[src/rtl/ifetch_pkg.sv]
`default_nettype none

package ifetch_pkg;

  // address and data width
  localparam int xlen = 32;

  // instruction cache line fill
  typedef enum logic [1:0] {
    fill_idle,
    fill_request,
    fill_read,
    fill_commit
  } fill_state_e;

  // vector table read
  typedef enum logic [1:0] {
    vf_idle,
    vf_request,
    vf_read,
    vf_done
  } vec_state_e;

  // program counter stage
  typedef enum logic [1:0] {
    pc_reset_vector,
    pc_run,
    pc_irq_vector
  } pc_state_e;

endpackage

`default_nettype wire

[src/rtl/vector_fetch.sv]
`default_nettype none

module vector_fetch import ifetch_pkg::*; #(
  parameter logic [xlen-1:0] vtable_base = '0
) (
  input  logic            clk_i,
  input  logic            reset_i,
  input  logic            start_i,
  input  logic [xlen-1:0] offset_i,
  output logic            done_o,
  output logic [xlen-1:0] vec_pc_o,
  output logic            bus_req_o,
  input  logic            bus_gnt_i,
  output logic            bus_stb_o,
  output logic [xlen-3:0] bus_adr_o,
  input  logic [xlen-1:0] bus_dat_i,
  input  logic            bus_ack_i
);

  vec_state_e state;

  logic [xlen-3:0] entry_adr;
  logic            read_ack;

  assign read_ack = (state == vf_read) & bus_gnt_i & bus_ack_i;

  assign bus_req_o = (state == vf_request) | (state == vf_read);
  assign bus_stb_o = (state == vf_read);
  assign bus_adr_o = entry_adr;
  assign done_o = (state == vf_done);

  always_ff @(posedge clk_i) begin
    if (reset_i) begin
      state <= vf_idle;
    end else begin
      case (state)
        vf_idle: begin
          if (start_i) begin
            state <= vf_request;
          end
        end
        vf_request: begin
          if (bus_gnt_i) begin
            state <= vf_read;
          end
        end
        vf_read: begin
          if (read_ack) begin
            state <= vf_done;
          end
        end
        default: begin
          state <= vf_idle;
        end
      endcase
    end
  end

  // word address of the table entry from a byte offset
  always_ff @(posedge clk_i) begin
    if ((state == vf_idle) && start_i) begin
      entry_adr <= vtable_base[xlen-1:2] + offset_i[xlen-1:2];
    end
    if (read_ack) begin
      vec_pc_o <= bus_dat_i;
    end
  end

endmodule

`default_nettype wire

[config.mk]
export PLATFORM = sky130hd
export DESIGN_NAME = vector_fetch
export DESIGN_NICKNAME = d
export VERILOG_FILES = /design/src/rtl/ifetch_pkg.sv /design/src/rtl/vector_fetch.sv
export SDC_FILE = /design/constraint.sdc
export NUM_CORES = 1
export LEC_CHECK = 0
export ABC_CLOCK_PERIOD_IN_PS = 5750
export BUFFER_PORTS_ARGS = -buffer_cell sky130_fd_sc_hd__buf_2
export CORE_MARGIN = 5
export CORE_UTILIZATION = 44
export CTS_CLUSTER_DIAMETER = 200
export DETAILED_ROUTE_END_ITERATION = 12
export HOLD_SLACK_MARGIN = 0.05
export PLACE_DENSITY_LB_ADDON = 0.3
export SLEW_MARGIN = 20
export SYNTH_ARGS = -nofsm -noshare
export SYNTH_HDL_FRONTEND = slang
export SYNTH_SLANG_ARGS = --single-unit
[constraint.sdc]
create_clock -name clk_i -period 5.75 [get_ports clk_i]
set_input_delay 0.2875 -clock clk_i [delete_from_list [all_inputs] [get_ports clk_i]]
set_output_delay 0.2875 -clock clk_i [all_outputs]
set_load 0.01 [all_outputs]
* Word-level counts from Yosys, hierarchy flattened
Index checks and enable logic that the tools add are counted.
Storage, ports and cells: register bits after elaboration 64, input bits 69, output and inout port bits 65, logic and storage cells 19
Cells by class: eq/ne operators 6, mux-type cells 4, bitwise operators 3, reductions and logical operators 3
Operators by type and width (count):
- 2-bit two-way mux | 3
- 2-bit case mux with 3 select lines | 1
- 2-bit equality test, second input constant | 2
- 2-bit inequality test, second input constant | 2
- 3-bit AND reduction | 1
- 1-bit AND | 2
- 2-bit by 1-bit equality test with 1-bit output, second input constant | 1
- 2-bit zero test | 1
- 2-bit by 1-bit inequality test with 1-bit output, second input constant | 1
- 1-bit logical AND | 1
- 1-bit OR | 1

* Depth between registers and ports, before layout
word-level depth 5, mapped depth 5, mapped depth without buffers 5

* Least setup slack after synthesis
OpenSTA, ideal clock, no wires.
path type reg-to-reg, start point register state[0], end point register vec_pc_o[0] (enable), setup time 0.392 ns, arrival 1.543 ns, data required time 5.358 ns, slack 3.815 ns, cell stages (with the launch flop) 4, buffers on the path 0, clock period less this slack 1.935 ns, cells stage by stage dfxtp_1 > inv_1 > ha_1 > and3_1
Between the ends: longest elaborated chain between the ends 3
RTL lines:
- start: declaration | line vector_fetch.sv:20 | vec_state_e state;
- start signal: assignment | line vector_fetch.sv:34 | state <= vf_idle;
- start signal: assignment | line vector_fetch.sv:39 | state <= vf_request;
- start signal: assignment | line vector_fetch.sv:44 | state <= vf_read;
- 2-bit equality test
- named net bus_stb_o | line vector_fetch.sv:14 | output logic bus_stb_o,
- 1-bit AND (2 in a row) | line vector_fetch.sv:25 | assign read_ack = (state == vf_read) & bus_gnt_i & bus_ack_i;
- named net read_ack | line vector_fetch.sv:23 | logic read_ack;
- end signal: assignment | line vector_fetch.sv:65 | vec_pc_o <= bus_dat_i;
- end: declaration | line vector_fetch.sv:11 | output logic [xlen-1:0] vec_pc_o,
The timed path passes the listed nets, and every way through them passes these cells. A chain may end at the register's enable or synchronous reset.

* Final worst setup path
start point register state[0], end point register vec_pc_o[30] (enable)
Between the ends: longest elaborated chain between the ends 3
RTL lines (line):
- 2-bit equality test | vector_fetch.sv:25
- 1-bit AND (2 in a row) | vector_fetch.sv:25
- named net read_ack | vector_fetch.sv:23
The timed path passes the listed nets, and every way through them passes these cells.

==> results.toml <==
[outcome]
status = "completed"

[route]
totalWireLength_mm = 4.129
drc = 0
vias = 1298
wl_per_cell_um = 14.39
vias_per_cell = 4.523
dr_wl_met3_um = 763
met2_length_mm = 1.747
drt_iter0_markers = 44
drt-met1-wl_mm = 1.530
top_layer = "met4"
ant_nets = 0
drt_pass1_iterations = 4

[floorplanning]
fp.dieW_um = 78.48
coreArea_um2 = 4629
num_rows = 25
pin_count = 134
dieArea_um2 = 6158
fp.dieH_um = 78.48
start_util = 0.4457

[pwr]
leakagePower_nw = 1.288
p_int_w = 0.0008589
powerDensity_nw_per_um2 = 389.1
peakVddDrop_uv = 233.3
switching_share = 0.2550
p_comb_frac = 0.191
p_sw_w = 0.0002939
seq_power_share = 0.536
p_clk_frac = 0.273

[placed_design]
dp_hpwl_mm = 3.146
place_area_um2 = 2801
dp_cells = 271
portBuffers = 131
routabilityCongestion = 0.6383

[finish]
drive_gt1_frac = 0.6266
multiInputGateArea_um2 = 153.9
stdcell_count = 287
syn_to_final_growth_pct = 43.60
seqCellArea_um2 = 1902
final_common_cell = "buf_2"
final_util = 0.6400
nets = 302
finalInstanceArea_um2 = 2963
nFillCells = 357
diodes = 0
final_cell_mix = "131 x buf_2, 62 x edfxtp_1, 10 x clkbuf_8"

[global_route]
grt_overflow = 0
grt_max_degree = 33
antenna_found_initial = 0
grt_pass1_vias = 1372
grt_use_total = 0.1394
grt_pass1_wl_mm = 6.279

[synth]
yosysSeqAreaShare = 0.9218
avgSynthCellArea_um2 = 24.56
yosysTopAreaCellShare = 0.9024
syn_inst = 84
synth_nets = 158
synth_area_leaders = "edfxtp_1 90%, ha_1 3.0%, dfxtp_1 1.9%"
ys_ff_latch = 64
synth_top_cell_by_area = "edfxtp_1"
yosys_warnings = 0
syn_area_um2 = 2063
ys_types = 15

[sta]
skew_ns = 0.009447
rsz0062_at_grt = "no"
finalMaxSlewViolations = 0
fmax_ghz = 0.6390
setup_viol = 0
post-route-min-period_ns = 1.565
timing.hold.ws_ns = 0.1348
relSlewSlack = 0.7396
tightest_slew_ns = 0.3906
final.setup.tns_ns = 0
final.period_utilization = 0.2721
timing_hold_violations_final = 0

[clock_tree]
cts_setup_buffers = 0
tritoncts_num_sinks = 64
htreeDepth = 3
clock_latency_ns = 0.32
path_clk_slew_ns = 0.07
cts_made_buffers = 9
tritoncts = "done"
cts_root_buf = "clkbuf_8"
cts_resized = 0
ctsHoldBuffers = 0
clockBufferDepth = 2

[worst_hold_path]
hp-start = "bus_dat_i[24]"
min_to = "vec_pc_o[24]$_DFFE_PP_"
hold_path.class = "in2reg"
hold_depth = 1

[critical_path]
path_max_fanout = 32
r2r-end = "vec_pc_o[30]$_DFFE_PP_"
r2r-start = "state[0]$_SDFFE_PP0P_"
reg2reg_depth = 4
reg2reg_slack_ns = 4.19
critical_path_required_ns = 5.73
cp-end-kind = "flop"
worstSetupPathType = "reg2reg"
startpoint_type = "flop"
cp.arrival_ns = 1.54

[flow_run]
maxCapViolCount = 0
[power groups by stage]
stage / sequential, W / combinational [W] / clock, W
3_5_place_dp: 0.000628 / 0.000225 / 0
5_1_grt: 0.000625 / 0.000244 / 0.000348
2_1_floorplan: 0.000663 / 0.0000851 / 0
4_1_cts: 0.000619 / 0.000226 / 0.000324
6_report: 0.000618 / 0.000221 / 0.000314
3_3_place_gp: 0.000626 / 0.000224 / 0
[state kept, by name, indices dropped and copies added, names as in the netlist]
register	flops
state	2
bus_adr_o	30
vec_pc_o	32
[synthesized netlist by cell type]
master and number:
nand2b_1 2, nor2b_1 1, and3_4 1, nand4_1 1, nor3_1 1, o21bai_1 1, ha_1 5, dfxtp_1 2
o31ai_1 1, and3_1 1, edfxtp_1 62, inv_1 2, nor2_1 2, mux2_4 1, and2_1 1
[per-layer routing]
metal | GRT usage | up-vias
met1 | 0.1514 | 571
li1 | - | 614
met5 | 0 | -
met2 | 0.2063 | 105
met4 | 0.08916 | 0
met3 | 0.08257 | 8
[critical path, stage by stage (launching register included)]
cell and delay [ns]:
dfxtp_1 0.34, inv_1 0.12, ha_1 0.24, and3_1 0.17
buf_4 0.35
[cell type report]
| type | instances | area share |
|---|---|---|
| flip-flops and latches | 64 | 0.6419 |
| repair buffers | 133 | 0.2264 |
| multi-input cells | 18 | 0.05194 |
| clock buffers | 14 | 0.05152 |
| well taps | 54 | 0.02280 |
| clock inverters | 2 | 0.002956 |
| inverters | 2 | 0.002534 |
[worst max-delay path by stage]
stage | start | to
2_1_floorplan | state[0]$_SDFFE_PP0P_ | vec_pc_o[0]$_DFFE_PP_
3_3_place_gp | state[0]$_SDFFE_PP0P_ | vec_pc_o[24]$_DFFE_PP_
3_5_place_dp | state[0]$_SDFFE_PP0P_ | vec_pc_o[15]$_DFFE_PP_
4_1_cts | state[0]$_SDFFE_PP0P_ | vec_pc_o[6]$_DFFE_PP_
5_1_grt | state[0]$_SDFFE_PP0P_ | vec_pc_o[6]$_DFFE_PP_
6_report | state[0]$_SDFFE_PP0P_ | vec_pc_o[30]$_DFFE_PP_
[cells by family (layout without fill, tap and decap cells)]
family	count (synthesis)	in the layout	share of synthesized area
buf+inv	2	151	0.003640
simple gates	10	10	0.02972
mux	1	1	0.007275
fa+ha+maj	5	5	0.03032
flops	64	64	0.9218
compound gates	2	2	0.007280
[metrics by stage]
stage,total power [W],setup WS (ns)
2_1_floorplan,0.0007478,3.815
3_3_place_gp,0.0008501,4.209
3_5_place_dp,0.0008537,4.166
4_1_cts,0.001170,4.154
5_1_grt,0.001217,4.051
6_report,0.001153,4.185
Power figures use the tool's default switching activity.
