--- src/rtl/ifetch_pkg.sv ---
`default_nettype none

package ifetch_pkg;

  // address and data width
  localparam int xlen = 32;

  // instruction cache line fill
  typedef enum logic [1:0] {
    fill_idle,
    fill_request,
    fill_read,
    fill_commit
  } fill_state_e;

  // vector table read
  typedef enum logic [1:0] {
    vf_idle,
    vf_request,
    vf_read,
    vf_done
  } vec_state_e;

  // program counter stage
  typedef enum logic [1:0] {
    pc_reset_vector,
    pc_run,
    pc_irq_vector
  } pc_state_e;

endpackage

`default_nettype wire

--- src/rtl/icache_data_ram.sv ---
`default_nettype none

module icache_data_ram import ifetch_pkg::*; #(
  parameter int line_bits = 4,
  parameter int line_count_bits = 3
) (
  input  logic                               clk_i,
  input  logic                               write_i,
  input  logic [line_bits+line_count_bits-1:0] waddr_i,
  input  logic [xlen-1:0]                    data_i,
  input  logic [line_bits+line_count_bits-1:0] raddr_i,
  input  logic                               rd_en_i,
  output logic [xlen-1:0]                    data_o
);

  localparam int depth = 2 ** (line_bits + line_count_bits);

  logic [xlen-1:0] mem [depth];

  always_ff @(posedge clk_i) begin
    if (write_i) begin
      mem[waddr_i] <= data_i;
    end
  end

  // read port only moves when enabled, so a stalled output keeps its word
  always_ff @(posedge clk_i) begin
    if (rd_en_i) begin
      data_o <= mem[raddr_i];
    end
  end

endmodule

`default_nettype wire

--- src/rtl/icache.sv ---
`default_nettype none

module icache import ifetch_pkg::*; #(
  parameter int line_bits = 4,
  parameter int line_count_bits = 3
) (
  input  logic            clk_i,
  input  logic            reset_i,
  input  logic            req_valid_i,
  input  logic [xlen-1:0] req_pc_i,
  output logic            req_ready_o,
  output logic            instr_valid_o,
  output logic [xlen-1:0] instr_o,
  output logic [xlen-1:0] instr_pc_o,
  input  logic            instr_ready_i,
  output logic            bus_req_o,
  input  logic            bus_gnt_i,
  output logic            bus_stb_o,
  output logic [xlen-3:0] bus_adr_o,
  input  logic [xlen-1:0] bus_dat_i,
  input  logic            bus_ack_i,
  output logic            empty_o
);

  localparam int tag_bits = xlen - 2 - line_bits;
  localparam int line_count = 2 ** line_count_bits;
  localparam int addr_bits = line_bits + line_count_bits;

  fill_state_e fill_state;

  logic [tag_bits-1:0]        tags [line_count];
  logic [line_count-1:0]      line_valid;
  logic [line_count_bits-1:0] victim;
  logic [tag_bits-1:0]        fill_tag;
  logic [line_bits-1:0]       word_idx;

  logic [tag_bits-1:0]        req_tag;
  logic                       hit;
  logic [line_count_bits-1:0] hit_line;
  logic                       advance;
  logic                       accept;
  logic                       miss_start;
  logic                       fill_ack;
  logic [addr_bits-1:0]       ram_waddr;
  logic [addr_bits-1:0]       ram_raddr;

  assign req_tag = req_pc_i[xlen-1:line_bits+2];

  // compare against every valid line at once
  always_comb begin
    hit = 1'b0;
    hit_line = '0;
    for (int i = 0; i < line_count; i++) begin
      if (line_valid[i] && (tags[i] == req_tag)) begin
        hit = 1'b1;
        hit_line = line_count_bits'(i);
      end
    end
  end

  // output register empties or moves on
  assign advance = ~instr_valid_o | instr_ready_i;

  assign req_ready_o = hit & advance & (fill_state == fill_idle);
  assign accept = req_valid_i & req_ready_o;
  assign miss_start = (fill_state == fill_idle) & req_valid_i & ~hit;
  assign fill_ack = (fill_state == fill_read) & bus_gnt_i & bus_ack_i;

  assign empty_o = ~instr_valid_o & (fill_state == fill_idle);

  assign bus_req_o = (fill_state == fill_request) | (fill_state == fill_read);
  assign bus_stb_o = (fill_state == fill_read);
  assign bus_adr_o = {fill_tag, word_idx};

  assign ram_waddr = {victim, word_idx};
  assign ram_raddr = {hit_line, req_pc_i[line_bits+1:2]};

  icache_data_ram #(
    .line_bits       (line_bits),
    .line_count_bits (line_count_bits)
  ) u_data_ram (
    .clk_i   (clk_i),
    .write_i (fill_ack),
    .waddr_i (ram_waddr),
    .data_i  (bus_dat_i),
    .raddr_i (ram_raddr),
    .rd_en_i (accept),
    .data_o  (instr_o)
  );

  always_ff @(posedge clk_i) begin
    if (reset_i) begin
      instr_valid_o <= 1'b0;
    end else if (advance) begin
      instr_valid_o <= accept;
    end
  end

  always_ff @(posedge clk_i) begin
    if (accept) begin
      instr_pc_o <= req_pc_i;
    end
  end

  always_ff @(posedge clk_i) begin
    if (reset_i) begin
      fill_state <= fill_idle;
      line_valid <= '0;
      victim <= '0;
    end else begin
      case (fill_state)
        fill_idle: begin
          // victim stays invalid while it is being overwritten
          if (miss_start) begin
            line_valid[victim] <= 1'b0;
            fill_state <= fill_request;
          end
        end
        fill_request: begin
          if (bus_gnt_i) begin
            fill_state <= fill_read;
          end
        end
        fill_read: begin
          if (fill_ack && (word_idx == '1)) begin
            fill_state <= fill_commit;
          end
        end
        fill_commit: begin
          line_valid[victim] <= 1'b1;
          victim <= victim + 1'b1;
          fill_state <= fill_idle;
        end
        default: begin
          fill_state <= fill_idle;
        end
      endcase
    end
  end

  always_ff @(posedge clk_i) begin
    if (miss_start) begin
      fill_tag <= req_tag;
      word_idx <= '0;
    end else if (fill_ack) begin
      word_idx <= word_idx + 1'b1;
    end
    if (fill_state == fill_commit) begin
      tags[victim] <= fill_tag;
    end
  end

endmodule

`default_nettype wire

--- config.mk ---
export PLATFORM = sky130hd
export DESIGN_NAME = icache
export DESIGN_NICKNAME = d
export VERILOG_FILES = /design/src/rtl/ifetch_pkg.sv /design/src/rtl/icache_data_ram.sv /design/src/rtl/icache.sv
export SDC_FILE = /design/constraint.sdc
export NUM_CORES = 2
export LEC_CHECK = 0
export ABC_AREA = 1
export BUFFER_PORTS_ARGS = -buffer_cell sky130_fd_sc_hd__buf_2
export CAP_MARGIN = 10
export CELL_PAD_IN_SITES_DETAIL_PLACEMENT = 0
export CELL_PAD_IN_SITES_GLOBAL_PLACEMENT = 1
export CORE_MARGIN = 4
export CORE_UTILIZATION = 30
export CTS_CLUSTER_SIZE = 16
export DETAILED_ROUTE_END_ITERATION = 8
export GPL_TIMING_DRIVEN = 1
export PLACE_DENSITY = 0.58
export SLEW_MARGIN = 20
export SYNTH_ARGS = -nofsm -noshare
export SYNTH_HDL_FRONTEND = slang
export SYNTH_HIERARCHICAL = 1
export SYNTH_MEMORY_MAX_BITS = 65536
export SYNTH_SLANG_ARGS = --single-unit
--- constraint.sdc ---
create_clock -name clk_i -period 4.2 [get_ports clk_i]
set_input_delay 0.42 -clock clk_i [delete_from_list [all_inputs] [get_ports clk_i]]
set_output_delay 0.42 -clock clk_i [all_outputs]
set_load 0.05 [all_outputs]
### Yosys cells after proc, flatten, opt, wreduce, memory -nomap -nowiden

Memories as Yosys holds them, arrays and structs flattened. A register that Yosys moved wholly into a read port is not among the register bits.
Cells that the tools add are included.

| word-level totals | value |
|---|---|
| bits in registers | 76 |
| bits in writable memories | 4304 |
| input port bits | 70 |
| memories kept | 2 |

Memories:

| name | depth | width | rd ports | clocked after memory_dff | write ports | RTL line | source |
|---|---|---|---|---|---|---|---|
| u_data_ram.mem | 128 | 32 | 1 | 1 | 1 | icache_data_ram.sv:18 | `logic [xlen-1:0] mem [depth];` |
| tags | 8 | 26 | 8 | 0 | 1 | icache.sv:31 | `logic [tag_bits-1:0] tags [line_count];` |

| cells by class | value |
|---|---|
| add/subtract/negate cells | 2 |
| magnitude comparators | 2 |
| equal/unequal tests | 15 |
| muxes and demuxes | 27 |
| bitwise logic cells | 15 |
| reduce and logical (&&, ||, !) cells | 14 |

Operators by type and width:

| kind | number |
|---|---|
| equality test 26 bit | 8 |
| two-way mux 3 bit | 6 |
| one-hot mux 8 bit (2 select lines) | 1 |
| two-way mux 1 bit | 14 |
| logical AND 1 bit | 10 |
| AND 1 bit | 8 |
| AND 8 bit | 1 |
| two-way mux 8 bit | 1 |
| inverter 8 bit | 1 |
| bitwise OR 8 bit | 1 |
| one-hot mux 2 bit (4 select lines) | 1 |
| two-way mux 2 bit | 3 |
| adder 4 x 1 -> 4 bit, second input constant | 1 |
| equality test 2 bit, second input constant | 2 |
| equality test 4 bit, second input constant | 1 |
| less-than comparator 3 x 4 -> 1 bit, second input constant | 1 |
| inequality test 2 bit, second input constant | 2 |
| adder 3 x 1 -> 3 bit, second input constant | 1 |
| demux 1 bit (select 3 bit) | 1 |
| >= comparator 3 x 1 -> 1 bit, second input constant | 1 |
| AND reduction 3 bit | 1 |
| equality test 2 x 1 -> 1 bit, second input constant | 1 |
| zero test 2 bit | 1 |
| inequality test 2 x 1 -> 1 bit, second input constant | 1 |
| other kinds (4) | 6 |

### Depth between registers and ports, before layout

An unclocked memory read counts as a cell.

| logic depth | value |
|---|---|
| depth in word-level cells | 15 |
| depth in mapped cells | 22 |
| depth with buffers taken out | 20 |

### Hierarchy

Netlist, hierarchy kept.

Modules (own cells, without submodules):

| module | instances | cells an instance | area each (um^2) |
|---|---|---|---|
| icache_data_ram | 1 | 13389 | 164954.5 |
| icache | 1 | 1443 | 13684.4 |

### Least setup slack after synthesis

No wires, ideal clock.

| timing | value |
|---|---|
| kind | register -> register |
| start | register fill_state[0] |
| end | memory u_data_ram.mem[105][0], enable pin |
| setup time | 0.421 ns |
| data arrival time | 3.324 ns |
| path slack | 0.454 ns |
| cell stages (with the launch flop) | 9 |
| buffers on the path | 2 |
| cell sequence | dfxtp_1 inv_1 ha_1 nand3_1 inv_1 clkbuf_1 nand2_1 clkbuf_1 nor2_1 |

| between the ends | value |
|---|---|
| longest elaborated chain between the ends | 5 |

RTL lines:

| element | RTL line | source |
|---|---|---|
| from (decl) | icache.sv:29 | `fill_state_e fill_state;` |
| from (signal assigned) | icache.sv:107 | `fill_state <= fill_idle;` |
| from (signal assigned) | icache.sv:116 | `fill_state <= fill_request;` |
| from (signal assigned) | icache.sv:121 | `fill_state <= fill_read;` |
| equality test 2 bit | - |  |
| net bus_stb_o | icache.sv:18 | `output logic bus_stb_o,` |
| AND 1 bit (2 in a row) | icache.sv:67 | `assign fill_ack = (fill_state == fill_read) & bus_gnt_i & bus_ack_i;` |
| net fill_ack | icache.sv:43 | `logic fill_ack;` |
| two-way mux 1 bit | icache_data_ram.sv:21 | `if (write_i) begin` |
| two-way mux 1 bit (not written as such) | icache_data_ram.sv:22 | `mem[waddr_i] <= data_i;` |
| to (decl) | icache_data_ram.sv:18 |  |

The timed path passes the listed nets, and every way through them passes these cells.

==> metrics.txt <==
largest net degree at the start of global routing=~140; residual DRC count=0; Core Box Area=roughly 590000 um^2; Crit-path slowest cell=edfxtp_1; Final min period=between 3000 and 4000 ps; total CTS buffers=between 400 and 500; arrival time worst endpoint=3460 ps; syn nets=14.9k; PwrDens=around 460 nW/um^2; max-cap violations=0; Starting Density=0.301; Die X=approximately 780 um; first-pass GRT wire length=approximately 910000 um; dpl hpwl=approximately 400000 um; number of hold violations in the final report=0; Final Cycle Share=0.925; worst reg2reg endpoint=u_data_ram/mem[97][11]$_DFFE_PP_; root buffer cell=clkbuf_16; post-route ant nets=0; Post-Syn Instances=around 15k; post-synthesis cell type count=39; Worst Clk Skew=between 100 and 150 ps; register area=~130000 um^2; layout cells sized above 1=0.0959; Synth area leaders=edfxtp_1, nand3_1, nand2_1; worst-skew pair later-pin latency=between 1000 and 1500 ps; Final Cell Area=between 200000 and 250000 um^2; DRT Wirelength=655000 um; hold path endpoint=instr_pc_o[2]$_DFFE_PP_; Nets=~15k; grt ovf=0; outcome=completed; area leader, netlist=edfxtp_1; element type at the critical path end=output port; Worst Hold Class=primary input to flop; RSZ-0062 raised after global routing=false; synthesized flop and latch total=approximately 4.4k; Final Wtd Congestion=roughly 0.9; CTS resizes=0; Clock Tree Buf Depth=4; vias in the first global route=between 100k and 150k; hold wc startpoint=req_pc_i[2]; count of pins over their slew limit=0; critical path fanouts, max=2; CP Cell Sequence=nor2_1, nand3b_1, nor3_1, nand2_1, nor2_1, nand2_1, nand2_1, nor2_1, nand2_1, nand2_1, inv_1, buf_2; worst path bufs/invs=2; Rows=~280; CTS tree=yes; post-synth top area share=0.739; sequential element share of the synthesized area=0.741; clock slew at reported path FFs=roughly 60 ps; CTS sink count=4412; drt wl/cell=between 20 and 30 um; I/O Pins=around 170; cell repeated most along the worst path=nand2_1; Ys Warns=6; WHS Path Cells=2; initial antenna violation count=54; Final Power=between 0.09 and 0.1 W; area of the multi-input gates=roughly 42000 um^2; worst r2r path cells=9; setup violators final=0; Leak=around 70 nW; synth-to-layout area growth=16.2%; drt pass-1 iters=6; Worst VDD drop=about 0.38 mV; fmax=about 260 MHz; Initial DRC Count=approximately 13k; Crit path max-delay family=simple AND/OR/NAND/NOR gates; # fillers=57.7k; setup TNS=0 ps; Port Buffers=roughly 170; Critical Path RT=between 3000 and 4000 ps; Mapped Area=179000 um^2; Die Ht=780 um; Worst R2R Start=fill_state[0]$_SDFFE_PP0P_; Avg Synthesized Cell Area=approximately 12 um^2; H-tree Lvls=5; Worst setup SP type=flop; critical path class=flop to output port; hold slack=78.6 ps; Post-CTS Setup Bufs=0; Area after DPL=192000 um^2; DIE AREA=608000 um^2; crit-path max cell delay=around 490 ps; Vias=about 120k; measured slew at the worst slew-check pin=about 1100 ps; GRT Resource Usage Total=0.209; r2r setup slk=730 ps; max_slew headroom=0.263; post-DR vias/cell=around 5.1
-- final cells by class --
| class | instances | share of cell area |
|---|---|---|
| multi-input combinational | 9256 | 0.201 |
| clock buffer | 578 | 0.0594 |
| clock inverter | 299 | 0.0123 |
| timing repair buffer | 732 | 0.0376 |
| antenna | 27 | 0.000326 |
| sequential | 4412 | 0.638 |
| tap | 7837 | 0.0473 |
| inverter | 226 | 0.00437 |
-- synth_stat cells (all sizes together) --
library cell / number
ha: 7
clkbuf: 110
or2: 10
xnor2: 69
nor3: 35
a31o: 1
nand3: 4081
nand4: 56
and2: 1
nand3b: 4
a21oi: 16
a21boi: 5
xor2: 11
nor2: 286
nand2: 4613
edfxtp: 4394
o22ai: 8
nor4: 1
o21ai: 41
clkinv: 3
dfxtp: 18
inv: 223
nor3b: 8
o211ai: 2
a22oi: 1
buf: 828
-- placed cells by master, fill, tap and decap left out, types with 7 or more instances in the layout --
cell / instances
nand2_1: 4602
edfxtp_1: 4394
nand3_1: 4080
clkbuf_16: 477
buf_4: 318
inv_1: 190
buf_12: 187
nor2_1: 152
clkinv_1: 146
buf_2: 132
nor2_4: 130
clkbuf_1: 101
clkinv_2: 92
xnor2_1: 69
dlygate4sd3_1: 63
nand4_1: 56
o21ai_0: 33
nor3_1: 31
buf_6: 29
diode_2: 27
inv_2: 26
bufinv_16: 26
dfxtp_1: 18
clkinv_16: 18
a21oi_1: 16
xor2_1: 11
or2_1: 10
nand2_2: 9
o21ai_1: 8
nor3b_1: 8
o22ai_1: 7
inv_6: 7
ha_1: 7
-- where the power goes --
group / switching, W / total [W] / internal (W)
clock: 0.0180 / 0.0404 / 0.0225
sequential: 0.000267 / 0.0489 / 0.0487
combinational: 0.00551 / 0.00703 / 0.00152
total: 0.0238 / 0.0964 / 0.0726
-- per-layer routing --
layer  vias up  GRT usage  share of wire
met5         -          0        0.00064
met4        12     0.0636          0.034
met3       894     0.0358          0.079
met2      4525      0.319           0.44
met1     60900      0.303           0.44
li1      53300          -              -
-- timing repair --
| action | in CTS | in global routing |
|---|---|---|
| endpoints found under the setup margin | 0 | 0 |
| hold buffers | 63 | 0 |
| endpoints found under the hold margin | 1249 | 0 |
-- cell families (layout without fill, tap and decap cells) --
logic type,after synthesis,in the layout,share of synthesized area
and+or+nand+nor,9095,9095,0.221
DFF,4412,4412,0.741
buffers and inverters,1164,1835,0.0313
xor gates and xnor gates,80,80,0.00392
AOI/OAI and AO/OA,74,74,0.00230
adders and majority gates,7,7,0.000490
other,0,27,0
-- worst max path at each step --
| stage | cells after the start | end | startpoint | slack (ps) |
|---|---|---|---|---|
| 2_1_floorplan | 8 | u_data_ram/mem[105][0]$_DFFE_PP_ | fill_state[0]$_SDFFE_PP0P_ | 450 |
| 3_3_place_gp | 22 | u_data_ram/data_o[17]$_DFFE_PP_ | req_pc_i[7] | 390 |
| 3_5_place_dp | 22 | u_data_ram/data_o[10]$_DFFE_PP_ | req_pc_i[7] | 490 |
| 4_1_cts | 12 | req_ready_o | tags[7][12]$_DFFE_PP_ | 210 |
| 5_1_grt | 13 | req_ready_o | tags[0][14]$_DFFE_PP_ | 120 |
| 6_report | 12 | req_ready_o | tags[7][12]$_DFFE_PP_ | 320 |
-- stage by stage --
step	std cells	utilization	setup WS [ps]
after CTS	23300	0.349	205
final	23400	0.349	317
after detailed placement	22400	0.323	489
after global routing	23300	0.349	119
after global placement	22400	0.323	390
after floorplan	14800	-	454
-- flip-flops by register name (all words and copies together) (netlist names), named ones only --
| name | cells |
|---|---|
| tags | 208 |
| u_data_ram/mem | 4096 |
| instr_valid_o | 1 |
| fill_state | 2 |
| u_data_ram/data_o | 32 |
| fill_tag | 26 |
| word_idx | 4 |
| victim | 3 |
| instr_pc_o | 32 |
Note: power is estimated with default switching activity, not from simulation.
