`src/rtl/ifetch_pkg.sv`:
```
`default_nettype none

package ifetch_pkg;

  // address and data width
  localparam int xlen = 32;

  // instruction cache line fill
  typedef enum logic [1:0] {
    fill_idle,
    fill_request,
    fill_read,
    fill_commit
  } fill_state_e;

  // vector table read
  typedef enum logic [1:0] {
    vf_idle,
    vf_request,
    vf_read,
    vf_done
  } vec_state_e;

  // program counter stage
  typedef enum logic [1:0] {
    pc_reset_vector,
    pc_run,
    pc_irq_vector
  } pc_state_e;

endpackage

`default_nettype wire

```
`src/rtl/bus_arbiter.sv`:
```
`default_nettype none

module bus_arbiter import ifetch_pkg::*; (
  input  logic            clk_i,
  input  logic            reset_i,
  input  logic            vec_req_i,
  input  logic            vec_stb_i,
  input  logic [xlen-3:0] vec_adr_i,
  output logic            vec_gnt_o,
  input  logic            fill_req_i,
  input  logic            fill_stb_i,
  input  logic [xlen-3:0] fill_adr_i,
  output logic            fill_gnt_o,
  output logic            wb_cyc_o,
  output logic            wb_stb_o,
  output logic [xlen-3:0] wb_adr_o
);

  // owner keeps the bus until it lets go of its request
  always_ff @(posedge clk_i) begin
    if (reset_i) begin
      vec_gnt_o <= 1'b0;
      fill_gnt_o <= 1'b0;
    end else if (vec_gnt_o) begin
      if (!vec_req_i) begin
        vec_gnt_o <= 1'b0;
      end
    end else if (fill_gnt_o) begin
      if (!fill_req_i) begin
        fill_gnt_o <= 1'b0;
      end
    end else if (vec_req_i) begin
      vec_gnt_o <= 1'b1;
    end else if (fill_req_i) begin
      fill_gnt_o <= 1'b1;
    end
  end

  assign wb_stb_o = (vec_gnt_o & vec_stb_i) | (fill_gnt_o & fill_stb_i);
  assign wb_adr_o = vec_gnt_o ? vec_adr_i : fill_adr_i;
  // the cycle spans exactly the strobe of the read-only master
  assign wb_cyc_o = wb_stb_o;

endmodule

`default_nettype wire

```
`config.mk`:
```
export PLATFORM = sky130hd
export DESIGN_NAME = bus_arbiter
export DESIGN_NICKNAME = d
export VERILOG_FILES = /design/src/rtl/ifetch_pkg.sv /design/src/rtl/bus_arbiter.sv
export SDC_FILE = /design/constraint.sdc
export NUM_CORES = 1
export LEC_CHECK = 0
export BUFFER_PORTS_ARGS = -buffer_cell sky130_fd_sc_hd__buf_4
export CAP_MARGIN = 0
export CELL_PAD_IN_SITES_DETAIL_PLACEMENT = 0
export CELL_PAD_IN_SITES_GLOBAL_PLACEMENT = 1
export CORE_MARGIN = 4
export CORE_UTILIZATION = 15
export DETAILED_ROUTE_END_ITERATION = 12
export PLACE_DENSITY = 0.82
export SYNTH_ARGS = -nofsm -noshare
export SYNTH_HDL_FRONTEND = slang
export SYNTH_SLANG_ARGS = --single-unit
```
`constraint.sdc`:
```
create_clock -name clk_i -period 1.1 [get_ports clk_i]
set_clock_uncertainty 0.15 [all_clocks]
set_input_delay 0.055 -clock clk_i [delete_from_list [all_inputs] [get_ports clk_i]]
set_output_delay 0.055 -clock clk_i [all_outputs]
set_load 0.01 [all_outputs]
```
Word-level counts from Yosys, hierarchy flattened
Cells that the tools add are included.
- flip-flop bits (word level): 2
- bits of input ports: 66
- logic and storage cells: 12
- bitwise gates (word level): 3
- multiplexer cells: 7
- operator list (kind ; count):
    two-way mux 30 bit ; 1
    two-way mux 1 bit ; 6
    bitwise AND 1 bit ; 2
    bitwise OR 1 bit ; 1

Depth between registers and ports, before layout
Gate-level depths: netlist (run 1).
- word-level depth: 3
- gate-level depth with buffers: 4
- mapped depth without buffers: 2

Least setup slack after synthesis (run 1)
OpenSTA, ideal clock, no wires.
- path type: reg2out
- from: register vec_gnt_o
- to: output port wb_stb_o
- cell stages (with the launch flop): 5
- slack: -0.120 ns
- arrival: 1.015 ns
- buffers on the path: 3
- cells stage by stage: dfxtp_1 -> buf_6 -> buf_12 -> a22o_1 -> buf_4
- cells in the longest elaborated chain, start to end: 2
- RTL lines (item ; RTL line ; RTL):
    start: declaration ; bus_arbiter.sv:9 ; output logic vec_gnt_o,
    start signal: assignment ; bus_arbiter.sv:22 ; vec_gnt_o <= 1'b0;
    start signal: assignment ; bus_arbiter.sv:26 ; vec_gnt_o <= 1'b0;
    start signal: assignment ; bus_arbiter.sv:33 ; vec_gnt_o <= 1'b1;
    bitwise AND 1 bit ; bus_arbiter.sv:39 ; assign wb_stb_o = (vec_gnt_o & vec_stb_i) | (fill_gnt_o & fill_stb_i);
    bitwise OR 1 bit ; bus_arbiter.sv:39 ;
    end: declaration ; bus_arbiter.sv:15 ; output logic wb_stb_o,
No other way between the ends.

Worst setup path in the final report (run 1)
- from: register vec_gnt_o
- to: output port wb_adr_o[25]
- cells in the longest elaborated chain, start to end: 1
- RTL lines (item ; RTL line ; RTL):
    two-way mux 30 bit ; bus_arbiter.sv:40 ; assign wb_adr_o = vec_gnt_o ? vec_adr_i : fill_adr_i;
    end: declaration ; bus_arbiter.sv:16 ; output logic [xlen-3:0] wb_adr_o
No other way between the ends.

==> impl_metrics.toml, run 1 <==
[place]
gp_congestion = 0.8999
io_buffers = 99
dpl.cell_count = 187
place_ws_ns = -0.1402

[synthesis]
synth_top_family_by_area = "multiplexers"
synth.distinct_cells = 12
synthesis.area_um2 = 603.1
syn_area_per_cell_um2 = 14.03
synth_area_leaders = "mux2_4, buf_12, dfxtp_1"
ys_seq_area_share_pct = 6.639
yosysTopAreaCell = "mux2_4"
synthSimpleGateAreaFrac_pct = 3.734
synth_compound_area_share_pct = 3.112
ys_warn_count = 0
synth_fp_nets = 109
synthXorXnorAreaFrac_pct = 0
yosys.area_share.adder_pct = 0
synthMuxAreaShare_pct = 73.44
synth_top_cell_area_share_pct = 69.71
ys_ff_latch = 2
syn_inst = 43

[timing]
worst_pin_slew_ns = 0.1559
drv_slew = 0
max_freq_mhz = 715.0
fin_ws_ns = -0.2987
finalHoldViolCount = 0
min_period_ns = 1.399
relSlewSlack_pct = 89.59
timing.final.crit_share_pct = 127.2
rsz0062_at_grt = "yes"
setup_viol = 34

[cells_and_area]
fill_cells = 355
nets = 215
final_core_util_pct = 43.36
antenna_cells = 0
drive_gt1_share_pct = 96.60
syn_to_final_growth_pct = 171.2
final_cell_mix = "buf_4, buf_6, mux2_4"
final_cells = 195
final_common_cell = "buf_4"

[floorplanning]
io-pin-count = 100
die_h_um = 71.41
num_rows = 22
fp.dieW_um = 71.41
die_area_um2 = 5099
core_um2 = 3771
initial_core_util_pct = 15.99

[clock_tree]
cts_root_buffer = "clkbuf_8"
cts_tree = "done"
cts.clk_slew.worst_paths_ns = 0.03
cts_buffers = 3
cts_buffer_depth = 2
clk_latency_ns = 0.21
clock_sinks = 2
htree_num_levels = 1

[outcome]
status = "complete, but fails checks"
violations = "negative setup slack"

[setup_path]
end_kind = "output port"
critPathKind = "flop to output port"
cp.required_ns = 0.89
critPathCapture = "wb_adr_o[25]"
critPathMaxFanout = 8
r2r-start = "vec_gnt_o$_SDFF_PP0_"
timing.rr.end = "fill_gnt_o$_SDFFE_PP0N_"
reg2reg_slack_ns = -0.08
arrival_ns = 1.19
critPathLaunchType = "flop"
cp-startpoint = "vec_gnt_o$_SDFF_PP0_"
worstRegToRegCells = 4

[routing]
dr.first_iter.drc_count = 17
wl_per_cell_um = 15.41
wl_um = 3004
antenna_left = 0
firstDrtPassIters = 2
vias_per_cell = 3.974
vias = 775
drc = 0

[global_route]
antenna_found_initial = 0
grt_max_degree = 24
grt_usage_pct = 9.842
grt_pass1_vias = 820
grt-ovfl-total = 0
grt_pass1_wl_um = 3967

[run]
cap_violations = 0

[hold_path]
min_path_cells = 3
hp-class = "input pin to output port"

[power_and_ir_drop]
pwr_density_cell_nw_per_um2 = 673.3
p_leak_nw = 0.8501
ir_worst_vdd_v = 0.0005892
power_mw = 1.101
[how the worst min path moves through the flow]
stage	startpoint	to	slack, ns
after floorplan	reset_i	vec_gnt_o$_SDFF_PP0_	-0.03
after global placement	reset_i	vec_gnt_o$_SDFF_PP0_	0.07
after detailed placement	reset_i	fill_gnt_o$_SDFFE_PP0N_	0.08
after CTS	fill_stb_i	wb_stb_o	0.25
after global routing	vec_adr_i[4]	wb_adr_o[4]	0.26
final	fill_stb_i	wb_stb_o	0.24
[registers in the layout, summed over array words and instances (netlist names)]
signal / count
fill_gnt_o: 1
vec_gnt_o: 1
[synthesized netlist by cell type]
cell and instances:
buf_6 1, mux2_2 2, buf_12 3, buf_4 1
nor2_1 1, nor3_1 1, o21ba_2 1, dfxtp_1 2
mux2_4 28, nor2b_1 1, nor3b_1 1, a22o_1 1
[timing repair]
item,4_1_cts,5_1_grt
pin swaps,0,1
hold buffers,3,0
hold endpoints to repair,2,0
setup buffers,0,1
setup endpoints to repair,33,34
gates resized for setup,35,6
cloned,0,1
[where the power goes]
part           leakage, nW  total [mW]  switching (mW)  internal, mW
clock               0.0216       0.285          0.0543         0.231
sequential          0.0172      0.0852         0.00798        0.0772
combinational        0.811       0.731           0.223         0.507
[routing by layer]
| metal | GRT usage, % | up-vias | share of wire (%) |
|---|---|---|---|
| li1 | - | 368 | - |
| met1 | 9.136 | 351 | 31 |
| met2 | 19.39 | 54 | 55 |
| met3 | 4.208 | 2 | 13 |
| met4 | 2.505 | 0 | 0.60 |
| met5 | 0 | - | 0 |
[cells by family after synthesis]
group                  count (synthesis)
AOI/OAI and AO/OA                      2
muxes                                 30
and+or+nand+nor                        4
DFF                                    2
buffers and inverters                  5
[layout make-up]
class	instances	area, µm²	share of cell area (%)
clock buffer	3	41.29	2.525
tap	48	60.06	3.673
sequential	2	43.79	2.678
timing repair buffer	106	977.2	59.76
multi-input combinational	36	513.0	31.37
[per-stage QoR]
| stage | TNS [ns] | hold WS, ns | area, µm² |
|---|---|---|---|
| finish | -9.293 | 0.2446 | 1635 |
| CTS | -9.556 | 0.2474 | 1579 |
| detailed placement | -3.385 | 0.08450 | 1378 |
| global placement | -2.967 | 0.07298 | 1378 |
| floorplan | -1.254 | -0.02631 | 616.8 |
| global route | -10.45 | 0.2583 | 1635 |
[critical path, stage by stage, from the launching register on]
cell	delay, ns
dfxtp_4	0.38
clkbuf_16	0.18
mux2_4	0.31
buf_6	0.12
Note: power is estimated with default switching activity, not from simulation.
==> run 2: changes to the inputs <==
Settings changed: ABC_AREA set to 1, CORE_UTILIZATION 15 to 11, PLACE_DENSITY 0.82 to 0.8.
==> run 2 against run 1 <==
The flow still finishes with violations (negative setup slack). Synthesized cell count increased to 2.6 times the previous value. Utilization decreased by 7.9 points. Global-route usage decreased by 1.5 points. Wire length increased by 2.7%. Area after synthesis decreased by 11%. Flip-flop and latch count unchanged. Critical endpoint is now wb_adr_o[16]. Highest routed layer unchanged.
==> impl_metrics.toml, run 2 <==
[power_and_ir_drop]
seqPwrFrac_pct = 7.6
switching_share_pct = 32.45
comb_power_share_pct = 66.3
power_mw = 1.094
p_switching_mw = 0.3550
pwr_density_cell_nw_per_um2 = 653.5
p_leak_nw = 0.9537
p_int_mw = 0.7390
ir_worst_vdd_v = 0.0004042
p_clk_share_pct = 26.1

[global_route]
antenna_found_initial = 0
grt_pass1_vias = 1011
grt_max_degree = 32
grt-ovfl-total = 0
grt_usage_pct = 8.321
grt_pass1_wl_um = 4229

[clock_tree]
cts_buffer_depth = 2
cts_root_buffer = "clkbuf_8"
cts_tree = "done"
htree_num_levels = 1
cts.clk_slew.worst_paths_ns = 0.03
clk_latency_ns = 0.21
cts_buffers = 3
clock_sinks = 2

[synthesis]
synth_top_family_by_area = "simple AND/OR/NAND/NOR gates"
synth_top_cell_area_share_pct = 58.47
synth_compound_area_share_pct = 1.856
yosysTopAreaCell = "nand2_1"
yosysMostFrequentCell = "nand2_1"
syn_area_per_cell_um2 = 4.858
ys.flop_type = "dfxtp_1"
syn_inst = 111
yosys.area_share.adder_pct = 0
synth_fp_nets = 177
synth_area_leaders = "nand2_1, nand2_2, buf_6"
ys_ff_latch = 2
synthTopCellsByCount = "nand2_1, nand2_2, buf_6"
synthesis.area_um2 = 539.3
ys_warn_count = 0
async_flop_share_pct = 0
synthSimpleGateAreaFrac_pct = 72.16
synthXorXnorAreaFrac_pct = 0
synth.distinct_cells = 11
synthMuxAreaShare_pct = 0
synth_edf_count = 0
ys_seq_area_share_pct = 7.425

[setup_path]
cp_slowest_stage_delay_ns = 0.35
crit_family = "buffers and inverters"
critPathLaunchType = "flop"
arrival_ns = 1.10
cp_num_buf_inv = 3
cp.required_ns = 0.89
slowest_stage = "dfxtp_4"
critPathMaxFanout = 7
path_cells = "buf_12 -> clkbuf_16 -> nand2_2 -> nand2_2 -> buf_6"
end_kind = "output port"
critPathKind = "flop to output port"
path_common_cell = "nand2_2"

[timing]
max_freq_mhz = 768.3
whs_ns = 0.2278
rsz0062_at_grt = "yes"
fin_ws_ns = -0.2016
relSlewSlack_pct = 90.42
min_period_ns = 1.302
drv_slew = 0
finalHoldViolCount = 0
timing.final.crit_share_pct = 118.3
worst_pin_slew_ns = 0.1435
setup_viol = 34

[floorplanning]
core_um2 = 4723
die_area_um2 = 6086
initial_core_util_pct = 11.42
num_rows = 25
io-pin-count = 100
fp.dieW_um = 78.02
die_h_um = 78.02

[cells_and_area]
fill_cells = 515
final_cell_mix = "buf_4, nand2_1, nand2_2"
seq_area_um2 = 43.79
final_cells = 284
final_core_util_pct = 35.44
syn_to_final_growth_pct = 210.4
top_regs = "fill_gnt_o x1, vec_gnt_o x1"
multiInputGateArea_um2 = 503.0
antenna_cells = 0
nets = 285
final_common_cell = "buf_4"
drive_gt1_share_pct = 70.97

[routing]
wl_um = 3086
top_layer = "met4"
vias = 1044
drc = 0
met1_length_um = 1087
wl_per_cell_um = 10.87
wl_met2_um = 1662
vias_per_cell = 3.676
firstDrtPassIters = 3
antenna_left = 0
wl_met3_um = 330
dr.first_iter.drc_count = 17

[hold_path]
hp-class = "input pin to output port"

[outcome]
status = "complete, but fails checks"
violations = "negative setup slack"

[run]
cap_violations = 0

[place]
gp_congestion = 0.6480
hpwl_um = 2139
io_buffers = 99
dpl.cell_count = 272
[run 2: cell types whose count changed after synthesis, moves of 2 or more]
cell / change
mux2_2: -2
nand2_2: +10
buf_6: +3
nor2_1: +2
mux2_4: -28
buf_4: +2
buf_12: -2
nand2_1: +84
[run 2: power groups by stage]
stage	sequential, mW	clock (mW)	combinational (mW)
final	0.0831	0.285	0.725
after global routing	0.0840	0.307	0.787
after CTS	0.0874	0.299	0.585
after detailed placement	0.0886	0	0.572
after global placement	0.0878	0	0.570
after floorplan	0.0847	0	0.229
[run 2: worst paths after layout]
kind / start / end / slack [ns] / cells past startpoint
worst max-delay path: vec_gnt_o$_SDFF_PP0_ / wb_adr_o[16] / -0.20 / 5
worst min-delay path: fill_adr_i[23] / wb_adr_o[23] / 0.23 / 4
worst max register to register: vec_gnt_o$_SDFF_PP0_ / fill_gnt_o$_SDFFE_PP0N_ / -0.09 / 5
worst min register to register: fill_gnt_o$_SDFFE_PP0N_ / vec_gnt_o$_SDFF_PP0_ / 0.33 / 1
[run 2: through the flow]
| stage | instance area [µm²] | setup slack (ns) | setup TNS, ns |
|---|---|---|---|
| 2_1_floorplan | 540.5 | 0.009118 | 0 |
| 3_3_place_gp | 1328 | 0.04276 | 0 |
| 3_5_place_dp | 1328 | 0.01982 | 0 |
| 4_1_cts | 1408 | -0.1550 | -4.360 |
| 5_1_grt | 1674 | -0.2423 | -7.032 |
| 6_report | 1674 | -0.2016 | -5.383 |
[run 2: final cells by class]
| type | instances | share of cell area (%) |
|---|---|---|
| repair buffers | 110 | 58.00 |
| multi-input cells | 99 | 30.04 |
| well taps | 67 | 5.007 |
| flip-flops and latches | 2 | 2.616 |
| clock buffers | 3 | 2.466 |
| inverters | 2 | 1.196 |
| repair inverters | 1 | 0.6726 |
[run 2: worst min-delay path: cells and delay by family]
family | cells | cell delay, ns
buffers and inverters | 2 | 0.17
AND/OR/NAND/NOR | 2 | 0.10
[run 2: cell families after synthesis]
logic type,count (synthesis)
compound gates,2
buf+inv,10
flops,2
simple gates,97
[run 2: what timing repair did]
item / in CTS / in global routing
hold buffers: 3 / 0
setup endpoints to repair: 33 / 34
resized for setup: 3 / 62
gates cloned: 0 / 2
hold endpoints to repair: 2 / 0
setup buffers: 0 / 4
pin swaps: 0 / 9
[run 2: routing by layer]
layer	up-vias	global-route usage (%)
li1	541	-
met1	445	8.633
met2	56	16.18
met3	2	2.752
met4	0	1.573
met5	-	0
==> run 3: changes to the inputs <==
Settings changed: BUFFER_PORTS_ARGS -buffer_cell sky130_fd_sc_hd__buf_4 to -buffer_cell sky130_fd_sc_hd__buf_2, SKIP_CTS_REPAIR_TIMING set to 1, SLEW_MARGIN set to 20.
==> run 3 against run 2 <==
Count of clock-buffer cells in the layout unchanged. The run still ends with negative setup slack left. Utilization is 5.9 points lower. Cell area shrank 17%. Maximum frequency down 0.22%. Cell count is 1.4% higher. Flip-flop and latch count did not move. Clock power hardly changed. Critical path depth stayed put. Power down 14%. Largest cell class unchanged. Critical path type unchanged. Die area stayed put.
==> impl_metrics.toml, run 3 (same netlist as run 2, synthesis figures left out) <==
[outcome]
status = "complete, but fails checks"
violations = "negative setup slack"

[setup_path]
critPathKind = "flop to output port"
arrival_ns = 1.10
slowest_stage = "dfxtp_4"
worstRegToRegCells = 4
end_kind = "output port"
path_cells = "buf_12 -> clkbuf_16 -> nand2_2 -> nand2_1 -> buf_2"
cp.required_ns = 0.89
cp_slowest_stage_delay_ns = 0.36
critPathLaunchType = "flop"
critPathMaxFanout = 5
reg2reg_slack_ns = 0.03
r2r-start = "vec_gnt_o$_SDFF_PP0_"
timing.rr.end = "fill_gnt_o$_SDFFE_PP0N_"

[timing]
finalHoldViolCount = 0
fin_tns_setup_ns = -5.534
rsz0062_at_grt = "yes"
min_period_ns = 1.305
max_freq_mhz = 766.6
whs_ns = 0.2321
relSlewSlack_pct = 91.00
worst_pin_slew_ns = 0.1348
setup_viol = 33
drv_slew = 0
timing.final.crit_share_pct = 118.6
fin_ws_ns = -0.2045

[hold_path]
hold_end = "wb_adr_o[23]"
hp-start = "fill_adr_i[23]"
min_path_cells = 4
hp-class = "input pin to output port"

[routing]
vias_per_cell = 3.656
vias = 1053
wl_um = 3150
antenna_left = 0
dr.first_iter.drc_count = 21
firstDrtPassIters = 4
wl_per_cell_um = 10.94
drc = 0

[global_route]
grt_max_degree = 32
grt_pass1_vias = 967
grt_pass1_wl_um = 3933
antenna_found_initial = 0
grt_usage_pct = 7.650
grt-ovfl-total = 0

[place]
dpl.cell_count = 271
placed_cell_area_um2 = 1072
gp_congestion = 0.6474
place_ws_ns = 0.03826
hpwl_um = 1956
io_buffers = 99

[power_and_ir_drop]
pwr_density_cell_nw_per_um2 = 675.7
ir_worst_vdd_v = 0.0004439
power_mw = 0.9435
p_leak_nw = 0.8646

[clock_tree]
cts_root_buffer = "clkbuf_8"
cts_tree = "done"
cts.clk_slew.worst_paths_ns = 0.03
cts_buffers = 3
clock_sinks = 2
cts_buffer_depth = 2
htree_num_levels = 1
clk_latency_ns = 0.21

[cells_and_area]
antenna_cells = 0
final_core_util_pct = 29.56
seq_area_um2 = 43.79
final_cell_mix = "buf_2, nand2_1, nand2_2"
nets = 289
final_common_cell = "buf_2"
fill_cells = 539
final_cells = 288
drive_gt1_share_pct = 65.61
stdcell_area_um2 = 1396
syn_to_final_growth_pct = 158.9
top_regs = "fill_gnt_o x1, vec_gnt_o x1"
multiInputGateArea_um2 = 459.2

[floorplanning]
initial_core_util_pct = 11.42
die_h_um = 78.02
num_rows = 25
die_area_um2 = 6086
fp.dieW_um = 78.02
core_um2 = 4723
io-pin-count = 100

[run]
cap_violations = 0
run 3: cell count changes in the layout (fill, tap and decap cells not counted), moves of 2 or more:
cell	previous run	this run
buf_4	82	2
buf_6	20	6
nand2_2	34	24
nand2_1	55	67
nand2_4	5	3
clkbuf_16	1	3
buf_2	0	96
run 3: how the worst max path moves through the flow:
stage / from / endpoint / depth (start not counted) / slack, ns
final: vec_gnt_o$_SDFF_PP0_ / wb_adr_o[7] / 5 / -0.20
after detailed placement: vec_gnt_o$_SDFF_PP0_ / wb_adr_o[9] / 4 / 0.04
after CTS: vec_gnt_o$_SDFF_PP0_ / wb_adr_o[9] / 4 / -0.19
after global placement: vec_gnt_o$_SDFF_PP0_ / wb_adr_o[8] / 4 / 0.05
after global routing: vec_gnt_o$_SDFF_PP0_ / wb_adr_o[7] / 5 / -0.24
after floorplan: vec_gnt_o$_SDFF_PP0_ / wb_stb_o / 5 / 0.009
run 3: final cells by class:
type                       count  area share (%)
timing repair buffer         113           52.15
tap                           67           6.004
clock buffer                   3           2.957
timing repair inverter         2           1.434
multi-input combinational     99           32.89
sequential                     2           3.136
inverter                       2           1.434
run 3: routing by layer:
layer  vias up  wire length (µm)  GRT usage [%]  share of wire, %
met5         -                 0              0                 0
met4         0                 0          2.098                 0
met2        54              1660          14.47                53
met1       451              1231          8.287                39
li1        548                 -              -                 -
met3         0               259          2.064               8.2
run 3: critical path: cells and delay by family, from the launching register on:
| kind | cells | cell delay [ns] |
|---|---|---|
| DFF | 1 | 0.36 |
| and+or+nand+nor | 2 | 0.10 |
| buffers and inverters | 3 | 0.42 |
run 3: report_power, final:
group          internal [mW]  switching (mW)  total (mW)
Combinational          0.298           0.273       0.571
Sequential            0.0772         0.00713      0.0843
Clock                  0.231          0.0570       0.288
Total                  0.607           0.337       0.944
